**src/csd_fir_config.svh**
```systemverilog
// Fixed 16-bit sample and 32-bit result; the digit masks must keep each product inside 32 bits.
`ifndef CSD_FIR_CONFIG_SVH
`define CSD_FIR_CONFIG_SVH

`define CSD_FIR_DATA_W 16
`define CSD_FIR_ACC_W 32
`define CSD_FIR_TAPS 4
`define CSD_FIR_ADDR_W 8

// APB register offsets.
`define CSD_FIR_REG_SAMPLE 8'h00
`define CSD_FIR_REG_RESULT 8'h04
`define CSD_FIR_REG_STATUS 8'h08
`define CSD_FIR_REG_CTRL 8'h0C

// Signed-digit masks, bit k adds or subtracts x shifted by k.
`define CSD_FIR_COEF0_POS 16'h0000
`define CSD_FIR_COEF0_NEG 16'h0092
`define CSD_FIR_COEF1_POS 16'h0080
`define CSD_FIR_COEF1_NEG 16'h0829
`define CSD_FIR_COEF2_POS 16'h0902
`define CSD_FIR_COEF2_NEG 16'h0040
`define CSD_FIR_COEF3_POS 16'h4110
`define CSD_FIR_COEF3_NEG 16'h1045

`endif

```
**src/logic/csd_fir_pkg.sv**
```systemverilog
// APB data bus is fixed at 32 bits; address width follows the config header.
`include "csd_fir_config.svh"

package csd_fir_pkg;

    // Master to slave, one APB transfer.
    typedef struct packed {
        logic                       psel;
        logic                       penable;
        logic                       pwrite;
        logic [`CSD_FIR_ADDR_W-1:0] paddr;
        logic [31:0]                pwdata;
    } apb_req_t;

    typedef struct packed {
        logic [31:0] prdata;
        logic        pready;
        logic        pslverr;
    } apb_rsp_t;

    // One sample pulse into the filter.
    typedef struct packed {
        logic                              valid;
        logic signed [`CSD_FIR_DATA_W-1:0] data;
    } fir_sample_t;

    // Index t holds the product for tap t.
    typedef logic signed [`CSD_FIR_TAPS-1:0][`CSD_FIR_ACC_W-1:0] fir_products_t;

endpackage

```
**src/logic/csd_multiplier.sv**
```systemverilog
// Purely combinational; the product is exact only while x times the coefficient fits the result.
`timescale 1ns/1ps
`include "csd_fir_config.svh"

module csd_multiplier #(
    parameter logic [`CSD_FIR_DATA_W-1:0] POS_DIGITS = '0,
    parameter logic [`CSD_FIR_DATA_W-1:0] NEG_DIGITS = '0
) (
    input  logic signed [`CSD_FIR_DATA_W-1:0] x,
    output logic signed [`CSD_FIR_ACC_W-1:0]  product
);

    localparam int DW = `CSD_FIR_DATA_W;
    localparam int AW = `CSD_FIR_ACC_W;

    function automatic int ones_below(input logic [DW-1:0] mask, input int pos);
        int n;
        n = 0;
        for (int i = 0; i < pos; i++) begin
            n += int'(mask[i]);
        end
        return n;
    endfunction

    // Rows left after a number of 3:2 layers.
    function automatic int rows_after(input int n_in, input int layers);
        int n;
        n = n_in;
        for (int l = 0; l < layers; l++) begin
            n = (n / 3) * 2 + (n % 3);
        end
        return n;
    endfunction

    function automatic int layer_total(input int n_in);
        int n;
        int l;
        n = n_in;
        l = 0;
        while (n > 2) begin
            n = (n / 3) * 2 + (n % 3);
            l++;
        end
        return l;
    endfunction

    localparam int N_POS   = ones_below(POS_DIGITS, DW);
    localparam int N_TERMS = N_POS + ones_below(NEG_DIGITS, DW);
    localparam int LAYERS  = layer_total(N_TERMS);
    localparam int ROW_W   = (N_TERMS < 2) ? 2 : N_TERMS;

    logic signed [AW-1:0] x_ext;
    logic signed [AW-1:0] row [LAYERS+1][ROW_W];

    assign x_ext = {{(AW - DW){x[DW-1]}}, x};

    for (genvar k = 0; k < DW; k++) begin : g_digit
        if (POS_DIGITS[k]) begin : g_pos
            assign row[0][ones_below(POS_DIGITS, k)] = x_ext << k;
        end
        if (NEG_DIGITS[k]) begin : g_neg
            assign row[0][N_POS + ones_below(NEG_DIGITS, k)] = -(x_ext << k);
        end
    end
    for (genvar i = N_TERMS; i < ROW_W; i++) begin : g_fill0
        assign row[0][i] = '0;
    end

    for (genvar l = 0; l < LAYERS; l++) begin : g_layer
        localparam int N_IN  = rows_after(N_TERMS, l);
        localparam int N_GRP = N_IN / 3;
        localparam int N_OUT = rows_after(N_TERMS, l + 1);

        for (genvar g = 0; g < N_GRP; g++) begin : g_csa
            logic [AW-1:0] a;
            logic [AW-1:0] b;
            logic [AW-1:0] c;
            logic [AW-1:0] maj;
            assign a   = row[l][3*g];
            assign b   = row[l][3*g+1];
            assign c   = row[l][3*g+2];
            assign maj = (a & b) | (b & c) | (a & c);
            assign row[l+1][2*g]   = a ^ b ^ c;
            assign row[l+1][2*g+1] = {maj[AW-2:0], 1'b0}; // Carry weighs one bit up.
        end
        for (genvar r = 0; r < N_IN - 3 * N_GRP; r++) begin : g_pass
            assign row[l+1][2*N_GRP+r] = row[l][3*N_GRP+r];
        end
        for (genvar i = N_OUT; i < ROW_W; i++) begin : g_fill
            assign row[l+1][i] = '0;
        end
    end

    assign product = row[LAYERS][0] + row[LAYERS][1]; // Single carry-propagate add.

endmodule

```
**src/logic/fir_datapath.sv**
```systemverilog
// Advances only on a valid sample; clear and a valid sample are expected never to coincide.
`timescale 1ns/1ps
`include "csd_fir_config.svh"

module fir_datapath (
    input  logic                             pclk,
    input  logic                             rst_n,
    input  csd_fir_pkg::fir_sample_t         sample,
    input  logic                             clear,
    output logic signed [`CSD_FIR_ACC_W-1:0] result
);

    localparam int TAPS = `CSD_FIR_TAPS;
    localparam int DW   = `CSD_FIR_DATA_W;
    localparam int AW   = `CSD_FIR_ACC_W;

    localparam logic [TAPS-1:0][DW-1:0] POS_MASKS = {
        `CSD_FIR_COEF3_POS,
        `CSD_FIR_COEF2_POS,
        `CSD_FIR_COEF1_POS,
        `CSD_FIR_COEF0_POS
    };
    localparam logic [TAPS-1:0][DW-1:0] NEG_MASKS = {
        `CSD_FIR_COEF3_NEG,
        `CSD_FIR_COEF2_NEG,
        `CSD_FIR_COEF1_NEG,
        `CSD_FIR_COEF0_NEG
    };

    csd_fir_pkg::fir_products_t products;

    // Partial sums of the transposed form, z[1] is nearest the output.
    logic signed [AW-1:0] z [1:TAPS-1];

    for (genvar t = 0; t < TAPS; t++) begin : g_tap
        csd_multiplier #(
            .POS_DIGITS(POS_MASKS[t]),
            .NEG_DIGITS(NEG_MASKS[t])
        ) u_mul (
            .x      (sample.data),
            .product(products[t])
        );
    end

    always_ff @(posedge pclk or negedge rst_n) begin
        if (!rst_n) begin
            result <= '0;
            for (int t = 1; t < TAPS; t++) begin
                z[t] <= '0;
            end
        end else if (clear) begin
            result <= '0;
            for (int t = 1; t < TAPS; t++) begin
                z[t] <= '0;
            end
        end else if (sample.valid) begin
            result <= products[0] + z[1];
            for (int t = 1; t < TAPS - 1; t++) begin
                z[t] <= products[t] + z[t+1];
            end
            z[TAPS-1] <= products[TAPS-1]; // Oldest tap starts the chain.
        end
    end

endmodule

```
**src/logic/fir_apb_regs.sv**
```systemverilog
// Zero-wait-state APB slave; read data and pslverr are captured in the setup phase.
`timescale 1ns/1ps
`include "csd_fir_config.svh"

module fir_apb_regs (
    input  logic                             pclk,
    input  logic                             rst_n,
    input  csd_fir_pkg::apb_req_t            apb_req,
    output csd_fir_pkg::apb_rsp_t            apb_rsp,
    input  logic signed [`CSD_FIR_ACC_W-1:0] result,
    output csd_fir_pkg::fir_sample_t         sample,
    output logic                             clear
);

    logic        setup;
    logic        access;
    logic        hit_sample;
    logic        hit_result;
    logic        hit_status;
    logic        hit_ctrl;
    logic        bad_access;
    logic        rd_result;
    logic [31:0] rdata;
    logic [31:0] prdata_q;
    logic        pslverr_q;
    logic        result_valid;
    logic        overrun;

    assign setup  = apb_req.psel & ~apb_req.penable;
    assign access = apb_req.psel & apb_req.penable;

    assign hit_sample = (apb_req.paddr == `CSD_FIR_REG_SAMPLE);
    assign hit_result = (apb_req.paddr == `CSD_FIR_REG_RESULT);
    assign hit_status = (apb_req.paddr == `CSD_FIR_REG_STATUS);
    assign hit_ctrl   = (apb_req.paddr == `CSD_FIR_REG_CTRL);

    // SAMPLE and CTRL are write only, RESULT and STATUS read only.
    always_comb begin
        if (hit_sample || hit_ctrl) begin
            bad_access = ~apb_req.pwrite;
        end else if (hit_result || hit_status) begin
            bad_access = apb_req.pwrite;
        end else begin
            bad_access = 1'b1;
        end
    end

    always_comb begin
        rdata = '0;
        if (hit_result) begin
            rdata = result;
        end else if (hit_status) begin
            rdata = {30'd0, overrun, result_valid};
        end
    end

    assign sample.valid = access & apb_req.pwrite & hit_sample;
    assign sample.data  = apb_req.pwdata[`CSD_FIR_DATA_W-1:0];
    assign clear        = access & apb_req.pwrite & hit_ctrl & apb_req.pwdata[0];
    assign rd_result    = access & ~apb_req.pwrite & hit_result;

    // Captured on the edge ending setup, so valid through the access cycle.
    always_ff @(posedge pclk or negedge rst_n) begin
        if (!rst_n) begin
            prdata_q  <= '0;
            pslverr_q <= 1'b0;
        end else begin
            prdata_q  <= (setup && !apb_req.pwrite && !bad_access) ? rdata : '0;
            pslverr_q <= setup & bad_access;
        end
    end

    always_ff @(posedge pclk or negedge rst_n) begin
        if (!rst_n) begin
            result_valid <= 1'b0;
            overrun      <= 1'b0;
        end else if (clear) begin
            result_valid <= 1'b0;
            overrun      <= 1'b0;
        end else if (sample.valid) begin
            result_valid <= 1'b1;
            if (result_valid) begin
                overrun <= 1'b1; // Previous result never read.
            end
        end else if (rd_result) begin
            result_valid <= 1'b0;
        end
    end

    always_comb begin
        apb_rsp.prdata  = prdata_q;
        apb_rsp.pready  = 1'b1; // No wait states.
        apb_rsp.pslverr = pslverr_q;
    end

endmodule

```
**src/logic/csd_fir_top.sv**
```systemverilog
// Single APB slave with no back-pressure; a sample written before the result is read sets overrun.
`timescale 1ns/1ps
`include "csd_fir_config.svh"

module csd_fir_top (
    input  logic                  pclk,
    input  logic                  rst_n,
    input  csd_fir_pkg::apb_req_t apb_req,
    output csd_fir_pkg::apb_rsp_t apb_rsp
);

    csd_fir_pkg::fir_sample_t         sample;
    logic                             clear;
    logic signed [`CSD_FIR_ACC_W-1:0] result;

    fir_apb_regs u_regs (
        .pclk   (pclk),
        .rst_n  (rst_n),
        .apb_req(apb_req),
        .apb_rsp(apb_rsp),
        .result (result),
        .sample (sample),
        .clear  (clear)
    );

    fir_datapath u_datapath (
        .pclk  (pclk),
        .rst_n (rst_n),
        .sample(sample),
        .clear (clear),
        .result(result)
    );

endmodule

```
**config.mk**
```make
export PLATFORM = sky130hd
export DESIGN_NAME = csd_fir_top
export DESIGN_NICKNAME = d
export VERILOG_FILES = /design/src/logic/csd_fir_pkg.sv /design/src/logic/csd_multiplier.sv /design/src/logic/fir_datapath.sv /design/src/logic/fir_apb_regs.sv /design/src/logic/csd_fir_top.sv
export VERILOG_INCLUDE_DIRS = /design/src
export SDC_FILE = /design/constraint.sdc
export NUM_CORES = 1
export LEC_CHECK = 0
export ABC_CLOCK_PERIOD_IN_PS = 4000
export BUFFER_PORTS_ARGS = -buffer_cell sky130_fd_sc_hd__buf_2
export CORE_AREA = 5 5 205 207
export DETAILED_ROUTE_END_ITERATION = 8
export DIE_AREA = 0 0 210 212
export PLACE_DENSITY = 0.75
export SYNTH_ARGS = -nofsm -noshare
export SYNTH_HDL_FRONTEND = slang
export SYNTH_SLANG_ARGS = --single-unit
```
**constraint.sdc**
```tcl
create_clock -name pclk -period 4 [get_ports pclk]
set_input_delay 0.4 -clock pclk [delete_from_list [all_inputs] [get_ports pclk]]
set_output_delay 0.4 -clock pclk [all_outputs]
set_load 0.02 [all_outputs]
```
* Word level (Yosys, flattened, before mapping)
Index checks and enable logic that the tools add are counted.
** Storage, ports and cells
- Register bits after elaboration :: 163
- Input bits :: 45
- Output and inout port bits :: 34
- Word-level logic and storage cells :: 142
** Cells by class
- Add/subtract/negate cells :: 17
- Equal/unequal tests :: 3
- Multiplexer cells :: 15
- Bitwise logic cells :: 88
- Reductions and logical operators :: 11
** Operators with widths (number)
- AND 31 bit :: 33
- bitwise XOR 32 bit :: 22
- OR 31 bit :: 22
- adder 32 bit :: 7
- 2-to-1 mux 96 bit :: 2
- 2-to-1 mux 32 bit :: 4
- negation 16 -> 32 bit :: 1
- negation 17 -> 32 bit :: 1
- negation 18 -> 32 bit :: 1
- negation 19 -> 32 bit :: 1
- negation 20 -> 32 bit :: 1
- negation 21 -> 32 bit :: 1
- negation 22 -> 32 bit :: 1
- negation 23 -> 32 bit :: 1
- negation 27 -> 32 bit :: 1
- negation 28 -> 32 bit :: 1
- == test 8 x 4 -> 1 bit, second input constant :: 2
- AND 1 bit :: 9
- == test 8 x 3 -> 1 bit, second input constant :: 1
- zero test 8 bit :: 1
- 2-to-1 mux 1 bit :: 8
- nonzero test 2 bit :: 2
- nonzero test 3 bit :: 1
- logical AND 1 bit :: 2
- 5 further kinds :: 8

* Depth between registers and ports, before layout
Gate-level depths: netlist of run 1.
- Depth after elaboration :: 15
- Gate-level depth with buffers :: 27
- Gate-level depth less buffers :: 25

* Hierarchy
A second synthesis of run 1 with hierarchy kept.
** Unflattened totals
- Cells, all modules :: 2927
- Area, all modules :: 25017.7 µm²
** Modules (own cells, without submodules)
- fir_datapath :: times used 1, cells an instance 1115, area each 9905.8 µm², sequential area each 3203.1 µm²
- csd_multiplier (u_datapath.g_tap[3].u_mul) :: times used 1, cells an instance 580, area each 4908.5 µm², sequential area each 0.0 µm²
- csd_multiplier (u_datapath.g_tap[1].u_mul) :: times used 1, cells an instance 428, area each 3439.5 µm², sequential area each 0.0 µm²
- csd_multiplier (u_datapath.g_tap[2].u_mul) :: times used 1, cells an instance 335, area each 2643.8 µm², sequential area each 0.0 µm²
- csd_multiplier (u_datapath.g_tap[0].u_mul) :: times used 1, cells an instance 352, area each 2637.5 µm², sequential area each 0.0 µm²
- fir_apb_regs :: times used 1, cells an instance 117, area each 1482.7 µm², sequential area each 875.8 µm²

* Worst setup path after synthesis of run 1
No wires, ideal clock.
- Kind :: in2reg
- Start :: input port apb_req[0] (netlist bit)
- End :: register u_datapath.z[95] (netlist bit)
- Library setup time :: 0.133 ns
- Arrival time :: 6.440 ns
- Data required time :: 3.867 ns
- Setup slack :: -2.573 ns
- Stages on the path :: 24
- Path buffers :: 3
- Path through :: buf_2 -> or4_1 -> nand4b_4 -> or3_4 -> buf_6 -> ha_1 -> clkbuf_1 -> inv_1 -> ha_1 -> xor2_1 -> ha_1 -> xnor2_1 -> fa_1 -> fa_1 -> inv_1 -> ha_1 -> o21ai_0 -> nor2_1 -> a2bb2oi_1 -> o41a_1 -> a31oi_1 -> a31o_2 -> xnor2_1 -> o21ai_0
** On the way
- Longest elaborated chain between the ends :: 14
- Elaborated cells between the ends (all ways) :: 31
- Classes of those cells :: 6 x add/sub; 2 x mux; 22 x bitwise; 1 x reduce/logical
** RTL lines
- start, declared :: line csd_fir_top.sv:8 : input csd_fir_pkg::apb_req_t apb_req,
- negation 19 -> 32 bit / negation 16 -> 32 bit (equally long branches) :: line csd_multiplier.sv:62 : assign row[0][N_POS + ones_below(NEG_DIGITS, k)] = -(x_ext << k);
- AND 31 bit :: line csd_multiplier.sv:82 : assign maj = (a & b) | (b & c) | (a & c);
- OR 31 bit (2 in series) :: line csd_multiplier.sv:82
- AND 31 bit :: line csd_multiplier.sv:82
- OR 31 bit (2 in series) :: line csd_multiplier.sv:82
- AND 31 bit :: line csd_multiplier.sv:82
- OR 31 bit (2 in series) :: line csd_multiplier.sv:82
- adder 32 bit :: line csd_multiplier.sv:94 : assign product = row[LAYERS][0] + row[LAYERS][1];
- adder 32 bit :: line fir_datapath.sv:59 : z[t] <= products[t] + z[t+1];
- 2-to-1 mux 96 bit :: line fir_datapath.sv:56 : end else if (sample.valid) begin
- 2-to-1 mux 96 bit :: line fir_datapath.sv:51 : end else if (clear) begin
- end signal, assigned by index :: line fir_datapath.sv:59
- end signal, assigned by index :: line fir_datapath.sv:61 : z[TAPS-1] <= products[TAPS-1];
- end, declared :: line fir_datapath.sv:33 : logic signed [AW-1:0] z [1:TAPS-1];
Parallel ways exist; a longest one is shown, timed or not. The select of a mux whose other input is x is not followed.
A chain may end at the register's enable or synchronous reset.

* Worst setup path after layout of run 1
- Start :: input port apb_req[8] (netlist bit)
- End :: register u_datapath.z[93] (netlist bit)
** On the way
- Longest elaborated chain between the ends :: 14
- Elaborated cells between the ends (all ways) :: 29
- Classes of those cells :: 6 x add/sub; 2 x mux; 21 x bitwise
** RTL lines (line)
- negation 19 -> 32 bit / negation 16 -> 32 bit (equally long branches) :: csd_multiplier.sv:62
- AND 31 bit :: csd_multiplier.sv:82
- OR 31 bit (2 in series) :: csd_multiplier.sv:82
- AND 31 bit :: csd_multiplier.sv:82
- OR 31 bit (2 in series) :: csd_multiplier.sv:82
- AND 31 bit :: csd_multiplier.sv:82
- OR 31 bit (2 in series) :: csd_multiplier.sv:82
- adder 32 bit * :: csd_multiplier.sv:94
- adder 32 bit * :: fir_datapath.sv:59
- 2-to-1 mux 96 bit * :: fir_datapath.sv:56
- 2-to-1 mux 96 bit * :: fir_datapath.sv:51
Every way passes the cells marked *; elsewhere a longest branch is shown, timed or not. The select of a mux whose other input is x is not followed.

==> results of run 1 <==
-- stage by stage --
step / TNS, ns / std cells / area [um2] / util (%) / setup slack, ns
3_3_place_gp: -132.34 / 3140 / 25300 / 62.9 / -2.18
2_1_floorplan: -93.12 / 2140 / 21100 / - / -2.11
5_1_grt: -94.86 / 3247 / 28300 / 70.3 / -1.88
4_1_cts: -76.16 / 3216 / 27200 / 67.7 / -1.61
3_5_place_dp: -140.22 / 3140 / 25300 / 62.9 / -2.30
6_report: -83.06 / 3247 / 28300 / 70.3 / -1.71
-- state kept, by name, summed over array words and instances, names as in the netlist --
signal,count
u_datapath.z,96
u_regs.pslverr_q,1
u_regs.overrun,1
u_regs.result_valid,1
u_datapath.result,32
u_regs.prdata_q,32
-- cells in the mapped netlist, drive strengths merged, types with 23 or more instances --
cell / instances / area (um2)
a21oi: 103 / 519
nor3: 23 / 120
a21o: 59 / 443
clkbuf: 39 / 146
nand2: 169 / 634
fa: 232 / 4640
a22o: 26 / 228
and2: 39 / 244
xnor2: 128 / 1170
dfrtp: 163 / 4080
nor2: 118 / 443
ha: 224 / 2800
xor2: 70 / 613
inv: 308 / 1160
o21ai: 173 / 866
-- per-layer routing --
metal / GRT usage (%) / up-vias / share of wire, %
li1: - / 8240 / -
met1: 36.2 / 8965 / 38
met2: 49.0 / 874 / 48
met3: 4.53 / 300 / 7.8
met4: 12.2 / 0 / 5.7
met5: 0 / - / 0
-- logic make-up (layout without fill, tap and decap cells) --
family	after synthesis	after routing	synth area share (%)
compound gates	484	484	15.2
mux	1	1	0.0500
simple gates	473	473	11.3
xor+xnor	198	198	8.92
flops	163	163	20.4
buf+inv	364	939	7.03
fa+ha+maj	456	456	37.2
other cells	1	1	0.0187
-- power by group through the flow --
stage | clock network, mW | logic, mW | registers [mW]
after floorplan | 0 | 6.77 | 1.76
after global placement | 0 | 10.3 | 1.77
after detailed placement | 0 | 10.6 | 1.77
after CTS | 1.74 | 12.0 | 1.74
after global routing | 1.80 | 14.8 | 1.75
final | 1.72 | 13.8 | 1.74
-- final timing paths --
kind	startpoint	end	slack, ns	cells after the start
max	apb_req[8]	u_datapath.z[93]$_DFFE_PN0P_	-1.71	23
min	apb_req[35]	u_regs.result_valid$_DFFE_PN0P_	0.18	2
max reg2reg	u_datapath.z[2]$_DFFE_PN0P_	u_datapath.z[44]$_DFFE_PN0P_	0.56	13
min reg2reg	u_datapath.result[25]$_DFFE_PN0P_	u_datapath.result[25]$_DFFE_PN0P_	0.47	2
max in group asynchronous	rst_n	u_datapath.z[9]$_DFFE_PN0P_	2.56	3
min in group asynchronous	rst_n	u_datapath.result[31]$_DFFE_PN0P_	0.48	2
-- worst max-delay path, delay by kind of cell --
kind	cells	cell delay, ns
adders and majority gates	6	2.07
and+or+nand+nor	4	1.54
AOI/OAI and AO/OA	8	1.43
xor gates and xnor gates	2	0.35
buffers and inverters	3	0.28
-- area by class of cell --
| class | count | area (um2) |
|---|---|---|
| inverters | 312 | 1200 |
| clock inverters | 14 | 166 |
| flip-flops and latches | 163 | 4080 |
| multi-input cells | 1613 | 17000 |
| fillers | 2677 | 11900 |
| well taps | 532 | 666 |
| repair buffers | 595 | 4750 |
| clock buffers | 18 | 429 |
-- placed cells by master, fill, tap and decap left out, drive strengths merged, types with 17 or more instances in the layout --
master    n
nor2    118
a21o     59
xnor2   128
o21ai   173
dfrtp   163
nand3    19
inv     312
xor2     70
nor3     23
or3      18
ha      224
a21oi   103
nand2   169
o21bai   18
clkbuf   19
nor2b    17
a22o     26
buf     592
and2     39
and3     18
fa      232
-- timing repair --
item	4_1_cts	5_1_grt
hold buffers	1	0
pin swaps	148	114
buffers inserted	43	39
endpoints found under the hold margin	57	0
gates resized for setup	241	169
cloned	1	1
endpoints found under the setup margin	91	92
==> metrics.yaml, run 1 <==
status:
  status: "complete, but fails checks"
  failed_checks: "negative setup slack"
clock_network:
  path_clk_slew_ns: 0.07
  cts_tree: "built"
  cts-root-buf: "clkbuf_16"
  clockBufferDepth: 2
  clock_latency_ns: 0.48
  clock_sinks: 163
  cts_buffers: 17
  h-tree-depth: 4
power_and_ir_drop:
  peakVddDrop_v: 0.000397
  total_power_mw: 17.3
  p_leak_nw: 13.9
  p_comb_share_pct: 79.9
  power.internal_mw: 9.56
  swShare_pct: 44.7
  p_clk_share_pct: 10.0
  p_sw_mw: 7.71
  pwr-share-seq_pct: 10.1
  powerDensity_nw_per_um2: 611
detailed_routing:
  via_count: 18400
  wl_mm: 66.6
  ant_nets: 0
  drtIter0Drc: 1412
  dr.pass1.iters: 6
  viasPerCell: 5.66
  drc: 0
  wl_per_cell_um: 20.5
grt:
  grtUsageTotal_pct: 28.6
  grt_pass1_wl_mm: 101
  grt_max_degree: 84
  grt-ovfl-total: 0
  grt_pass1_vias: 19100
  antenna_found_initial: 0
floorplan:
  floorplan.rows: 74
  die_x_um: 210
  core_area_um2: 40200
  die_y_um: 212
  initial_core_util_pct: 49.8
  pin_count: 79
  dieArea_um2: 44500
finish:
  area_delta_synth_final_pct: 41.1
  diodes: 0
  drive_above_1_share_pct: 36.4
  nNetsFinal: 3203
setup_path:
  path_class: "input port to flip-flop"
  path_cells: "buf_6, or4_4, or3_4, or3_4, ha_4, clkinvlp_4, ha_4, xor2_4, ha_4, xnor2_4, fa_2, fa_2, inv_2, ha_4, a21o_1, a21o_1, a21o_1, a32oi_1, o41a_1, a31oi_4, and2_1, o21ai_0, a22oi_1"
  crit_fanout: 5
  path_common_cell: "ha_4"
  cp.required_ns: 4.35
  max_stage_delay_ns: 0.58
  cp-start-kind: "input port"
  arrival_ns: 6.07
  cp-end-kind: "flip-flop"
  slowest_stage: "fa_2"
synth:
  synth_seq_area_share_pct: 20.4
  ys_ff_latch: 163
  syn_inst: 2140
  synthesis.area_um2: 20000
  synth.distinct_cells: 75
  ys.warnings.count: 0
  synth_edf_count: 0
  syn_avg_cell_area_um2: 9.36
  synth-main-ff-cell: "dfrtp_1"
  synthArstFlopShare_pct: 100
  syn_nets: 2641
sta:
  relSlewSlack_pct: 45.9
  worstMarginPinSlew_ns: 0.812
  timing.fmax_mhz: 175
  rsz0062_at_grt: "true"
  layout_setup_ws_ns: -1.71
  min_period_ns: 5.71
  setup_violations: 90
  clock_skew_ns: 0.0120
  finalCritPeriodShare_pct: 143
  hold_ws_ns: 0.175
  finalMaxSlewViolations: 0
  final_hold_viol_count: 0
placed_design:
  portBuffers: 61
  dpl.hpwl_mm: 47.3
  gp_congestion: 0.973
worst_hold_path:
  hold_path_class: "input port to flip-flop"
job:
  drv_cap: 0
Note: power is estimated with default switching activity, not from simulation.
==> run 2: changes to the inputs <==
--- a/config.mk
+++ b/config.mk
@@ -12,6 +12,8 @@
 export DETAILED_ROUTE_END_ITERATION = 8
 export DIE_AREA = 0 0 210 212
 export PLACE_DENSITY = 0.75
+export SETUP_SLACK_MARGIN = 0.4
+export SKIP_CTS_REPAIR_TIMING = 1
 export SYNTH_ARGS = -nofsm -noshare
 export SYNTH_HDL_FRONTEND = slang
 export SYNTH_SLANG_ARGS = --single-unit
==> metrics.yaml, run 2 (synthesized netlist as in run 1, its figures left out) <==
status:
  status: "complete, but fails checks"
  failed_checks: "negative setup slack"
placed_design:
  dpl.hpwl_mm: 48.3  # +2.2%
  gp_congestion: 0.966  # -0.75%
  dpl_worst_slack_ns: -2.39  # -0.0924 ns
  portBuffers: 61  # unchanged
  place_inst: 3142  # +0.064%
sta:
  rsz0062_at_grt: "true"
  min_period_ns: 5.65  # -0.0619 ns
  timing.fmax_mhz: 177  # +1.1%
  finalCritPeriodShare_pct: 141  # -1.5 points
  setup_violations: 86  # -4.4%
  relSlewSlack_pct: 32.9  # -13 points
  hold_ws_ns: 0.194  # +0.0191 ns
  finalMaxSlewViolations: 0  # unchanged
  final_hold_viol_count: 0  # unchanged
  setup_tns_ns: -80.06  # +2.99 ns
  layout_setup_ws_ns: -1.65  # +0.0619 ns
  clock_skew_ns: 0.0237  # +0.0117 ns
  worstMarginPinSlew_ns: 1.01  # +0.195 ns
setup_path:
  path_cells: "buf_8, or4_4, nand4b_4, or4_4, xnor2_4, ha_4, nor2_2, o21ai_1, fa_1, inv_1, fa_1, fa_1, inv_2, ha_4, a211o_1, a21oi_2, o21a_1, a2bb2oi_4, o41a_1, a31oi_4, a221o_1, a22oi_1"
  crit_fanout: 5  # unchanged
  cp-end-kind: "flip-flop"
  crit_end: "u_datapath.z[93]$_DFFE_PN0P_"
  slowest_stage: "or4_4"
  critPathLaunch: "apb_req[0]"
  crit_buf_inv: 3  # unchanged
  path_common_cell: "fa_1"
  cp.depth: 22  # -4.3%
  max_stage_delay_ns: 0.55  # -0.03 ns
  reg2reg_from: "u_datapath.z[3]$_DFFE_PN0P_"
  path_class: "input port to flip-flop"
  worstRegToRegCells: 12  # -1
  rrSetupSlack_ns: 0.50  # -0.06 ns
  crit_family: "adder cells"
  cp-start-kind: "input port"
  timing.rr.end: "u_datapath.z[53]$_DFFE_PN0P_"
  cp.required_ns: 4.39  # +0.04 ns
  arrival_ns: 6.04  # -0.03 ns
detailed_routing:
  viasPerCell: 5.52  # -2.4%
  ant_nets: 0  # unchanged
  via_count: 17700  # -3.4%
  wl_mm: 62.2  # -6.6%
  wl_per_cell_um: 19.4  # -5.6%
  dr.pass1.iters: 5  # -1
  drc: 0  # unchanged
  drtIter0Drc: 1105  # -22%
floorplan:
  core_area_um2: 40200  # unchanged
  initial_core_util_pct: 49.8  # unchanged
  die_y_um: 212  # unchanged
  pin_count: 79  # unchanged
  floorplan.rows: 74  # unchanged
  die_x_um: 210  # unchanged
  dieArea_um2: 44500  # unchanged
power_and_ir_drop:
  powerDensity_nw_per_um2: 576  # -5.8%
  total_power_mw: 15.9  # -8.2%
  p_leak_nw: 13.6  # -2.0%
  peakVddDrop_v: 0.000338  # -15%
grt:
  antenna_found_initial: 1  # +1
  grt_pass1_vias: 18400  # -4.0%
  grtUsageTotal_pct: 27.5  # -1.1 points
  grt_max_degree: 74  # -12%
  grt-ovfl-total: 0  # unchanged
  grt_pass1_wl_mm: 96.4  # -4.1%
finish:
  nNetsFinal: 3170  # -1.0%
  largest_reg_flops: 96  # unchanged
  top_register: "u_datapath.z"
  top_regs: "u_datapath.z: 96 flops, u_datapath.result: 32 flops, u_regs.prdata_q: 32 flops"
  area_delta_synth_final_pct: 37.4
  layout_commonest_cell: "buf_4"
  drive_above_1_share_pct: 34.3  # -2.1 points
  diodes: 0  # unchanged
  final_cell_mix: "buf_4 (465), inv_1 (278), fa_1 (219)"
  fillerInstances: 2920  # +9.1%
  final_cells: 3214  # -1.0%
clock_network:
  clock_sinks: 163  # unchanged
  clock_latency_ns: 0.48  # about the same
  cts-root-buf: "clkbuf_16"
  cts_tree: "built"
  path_clk_slew_ns: 0.07  # about the same
  cts_buffers: 17  # unchanged
  h-tree-depth: 4  # unchanged
  clockBufferDepth: 2  # unchanged
worst_hold_path:
  hold_path_class: "input port to flip-flop"
job:
  drv_cap: 0  # unchanged
[run 2: power by group]
| group | switching, mW | internal (mW) |
|---|---|---|
| clock | 0.822 | 0.959 |
| combinational | 6.08 | 6.25 |
| sequential | 0.0450 | 1.70 |
| total | 6.94 | 8.91 |
[run 2: routing by layer]
layer  wire [um]  vias up  GRT usage (%)
met1       25100     8806           35.3
met2       30600      591           47.2
met3        4030      178           4.49
met4        2470        0           10.4
li1            -     8174              -
met5           0        -              0
[run 2: layout make-up]
cell class	instances	area, um2	share of cell area, %
repair buffers	562	4320	15.7
inverters	312	1190	4.34
flip-flops and latches	163	4080	14.8
clock buffers	19	443	1.61
clock inverters	13	160	0.582
well taps	532	666	2.42
multi-input cells	1613	16700	60.5
[run 2: through the flow]
stage / utilization [%] / instance area [um2]
global route: 68.5 / 27500
finish: 68.5 / 27500
CTS: 64.8 / 26000
detailed placement: 63.3 / 25400
global placement: 63.3 / 25400
floorplan: - / 21200
[run 2: worst min-delay path by stage]
| stage | startpoint | end | slack [ns] | depth (start not counted) |
|---|---|---|---|---|
| after CTS | rst_n | u_datapath.z[88]$_DFFE_PN0P_ | -0.06 | 1 |
| after detailed placement | rst_n | u_regs.prdata_q[31]$_DFF_PN0_ | 0.45 | 1 |
| after global routing | apb_req[35] | u_regs.result_valid$_DFFE_PN0P_ | 0.20 | 2 |
| after floorplan | rst_n | u_datapath.result[0]$_DFFE_PN0P_ | 0.10 | 0 |
| final | apb_req[35] | u_regs.result_valid$_DFFE_PN0P_ | 0.19 | 2 |
| after global placement | u_datapath.result[26]$_DFFE_PN0P_ | u_datapath.result[26]$_DFFE_PN0P_ | 0.44 | 2 |
==> run 3: changes to the inputs <==
--- a/config.mk
+++ b/config.mk
@@ -7,11 +7,12 @@
 export NUM_CORES = 1
 export LEC_CHECK = 0
 export ABC_CLOCK_PERIOD_IN_PS = 4000
-export BUFFER_PORTS_ARGS = -buffer_cell sky130_fd_sc_hd__buf_2
 export CORE_AREA = 5 5 205 207
 export DETAILED_ROUTE_END_ITERATION = 8
 export DIE_AREA = 0 0 210 212
-export PLACE_DENSITY = 0.75
+export DONT_BUFFER_PORTS = 1
+export PLACE_DENSITY = 0.73
+export RECOVER_POWER = 100
 export SETUP_SLACK_MARGIN = 0.4
 export SKIP_CTS_REPAIR_TIMING = 1
 export SYNTH_ARGS = -nofsm -noshare
==> metrics.yaml, run 3 (synthesized netlist as in run 1, its figures left out) <==
setup_path:
  reg2reg_from: "u_datapath.z[34]$_DFFE_PN0P_"
  arrival_ns: 5.81  # -0.23 ns
  cp.required_ns: 4.35  # -0.04 ns
  cp-end-kind: "flip-flop"
  critPathLaunch: "apb_req[0]"
  crit_fanout: 21  # +16
  slowest_stage: "or4_4"
  path_class: "input port to flip-flop"
  path_common_cell: "fa_1"
  path_cells: "or4_4, nand4b_4, or4_4, buf_6, xnor2_4, ha_4, nor2_1, o21ai_1, fa_1, inv_2, fa_1, fa_1, inv_2, ha_4, a211o_1, a21oi_2, o21a_1, a2bb2oi_2, o41a_1, a31oi_4, a31o_4, xnor2_2, o21ai_2"
  cp-start-kind: "input port"
  max_stage_delay_ns: 0.52  # -0.03 ns
clock_network:
  h-tree-depth: 4  # unchanged
  clock_latency_ns: 0.48  # about the same
  clock_sinks: 163  # unchanged
  cts-root-buf: "clkbuf_16"
  cts_tree: "built"
  cts_buffers: 17  # unchanged
  clockBufferDepth: 2  # unchanged
  path_clk_slew_ns: 0.07  # about the same
finish:
  layout_commonest_cell: "buf_4"
  largest_reg_flops: 96  # unchanged
  diodes: 0  # unchanged
  nNetsFinal: 3097  # -2.3%
  final_cell_mix: "buf_4 (448), inv_1 (278), fa_1 (222)"
  top_regs: "u_datapath.z: 96 flops, u_datapath.result: 32 flops, u_regs.prdata_q: 32 flops"
  drive_above_1_share_pct: 32.6  # -1.8 points
  area_delta_synth_final_pct: 35.4
  utilization_pct: 67.5  # -1.0 points
  top_register: "u_datapath.z"
detailed_routing:
  viasPerCell: 5.53  # +0.16%
  via_count: 17400  # -2.1%
  drtIter0Drc: 1215  # +10%
  dr.pass1.iters: 6  # +1
  drc: 0  # unchanged
  ant_nets: 0  # unchanged
  wl_mm: 62.1  # -0.10%
  wl_per_cell_um: 19.8  # +2.2%
sta:
  timing.fmax_mhz: 183  # +3.7%
  relSlewSlack_pct: 23.4  # -9.5 points
  setup_violations: 86  # unchanged
  worstMarginPinSlew_ns: 1.15  # +0.142 ns
  final_hold_viol_count: 163  # +163
  hold_ws_ns: -0.387  # -0.582 ns
  clock_skew_ns: 0.0116  # -0.0121 ns
  rsz0062_at_grt: "true"
  min_period_ns: 5.45  # -0.202 ns
  finalCritPeriodShare_pct: 136  # -5.0 points
  finalMaxSlewViolations: 0  # unchanged
  layout_setup_ws_ns: -1.45  # +0.202 ns
status:
  status: "complete, but fails checks"
  failed_checks: "negative hold slack, negative setup slack"
power_and_ir_drop:
  p_leak_nw: 13.2  # -2.9%
  peakVddDrop_v: 0.000360  # +6.6%
  powerDensity_nw_per_um2: 582  # +1.1%
placed_design:
  gp_congestion: 0.949  # -1.7%
  portBuffers: 0  # -100%
  dpl.hpwl_mm: 46.7  # -3.4%
grt:
  grt_pass1_wl_mm: 96.4  # about the same
  grt_max_degree: 164  # +120%
  grtUsageTotal_pct: 27.5  # -0.048 points
  antenna_found_initial: 0  # -1
  grt-ovfl-total: 0  # unchanged
  grt_pass1_vias: 18100  # -1.5%
floorplan:
  floorplan.rows: 74  # unchanged
  initial_core_util_pct: 49.8  # unchanged
  core_area_um2: 40200  # unchanged
  pin_count: 79  # unchanged
  die_x_um: 210  # unchanged
  die_y_um: 212  # unchanged
  dieArea_um2: 44500  # unchanged
worst_hold_path:
  hold_path_class: "input port to asynchronous set/reset pin"
job:
  drv_cap: 0  # unchanged
==> run 3: worst paths after layout <==
path,slack (ns),end,cells past startpoint
max reg2reg,0.52,u_datapath.z[88]$_DFFE_PN0P_,12
min,-0.39,u_regs.prdata_q[31]$_DFF_PN0_,0
min reg2reg,0.47,u_datapath.result[19]$_DFFE_PN0P_,2
max,-1.45,u_datapath.z[95]$_DFFE_PN0P_,23
max in group asynchronous,4.14,u_datapath.z[9]$_DFFE_PN0P_,0
min in group pclk,0.02,u_regs.result_valid$_DFFE_PN0P_,1
==> run 3: power breakdown <==
group	leakage, nW	internal (mW)	switching (mW)
Combinational	10.7	6.29	6.05
Clock	0.278	0.841	0.864
Sequential	2.27	1.70	0.0440
Total	13.2	8.83	6.95
==> run 3: through the flow <==
stage                     setup slack, ns  instance area [um2]  total power, mW  std cells  TNS, ns
after global placement              -2.01                25000             12.1       3062  -110.13
after CTS                           -1.65                25500             14.2       3094   -72.98
final                               -1.45                27100             15.8       3141   -67.75
after global routing                -1.67                27100             17.0       3141   -82.77
after floorplan                     -2.11                21200             8.59       2140   -93.15
after detailed placement            -2.14                25000             12.4       3062  -116.27
==> run 3: layout make-up <==
class,count,area (um2)
clock buffer,18,439
clock inverter,14,131
fill,2965,13100
inverter,312,1200
multi-input combinational,1613,16800
sequential,163,4080
tap,532,666
timing repair buffer,489,3840
==> run 3: routing by layer <==
layer,global-route usage [%],up-vias,wire length (um)
li1,-,8031,-
met1,36.4,8657,25800
met2,47.3,580,30600
met3,3.90,106,3980
met4,7.94,0,1720
met5,0,-,0
==> run 3: critical path: cells and delay by family <==
family	cells	cell delay, ns
buffers and inverters	3	0.24
adders and majority gates	5	1.88
and+or+nand+nor	4	1.32
xor gates and xnor gates	2	0.29
AOI/OAI and AO/OA	9	1.65
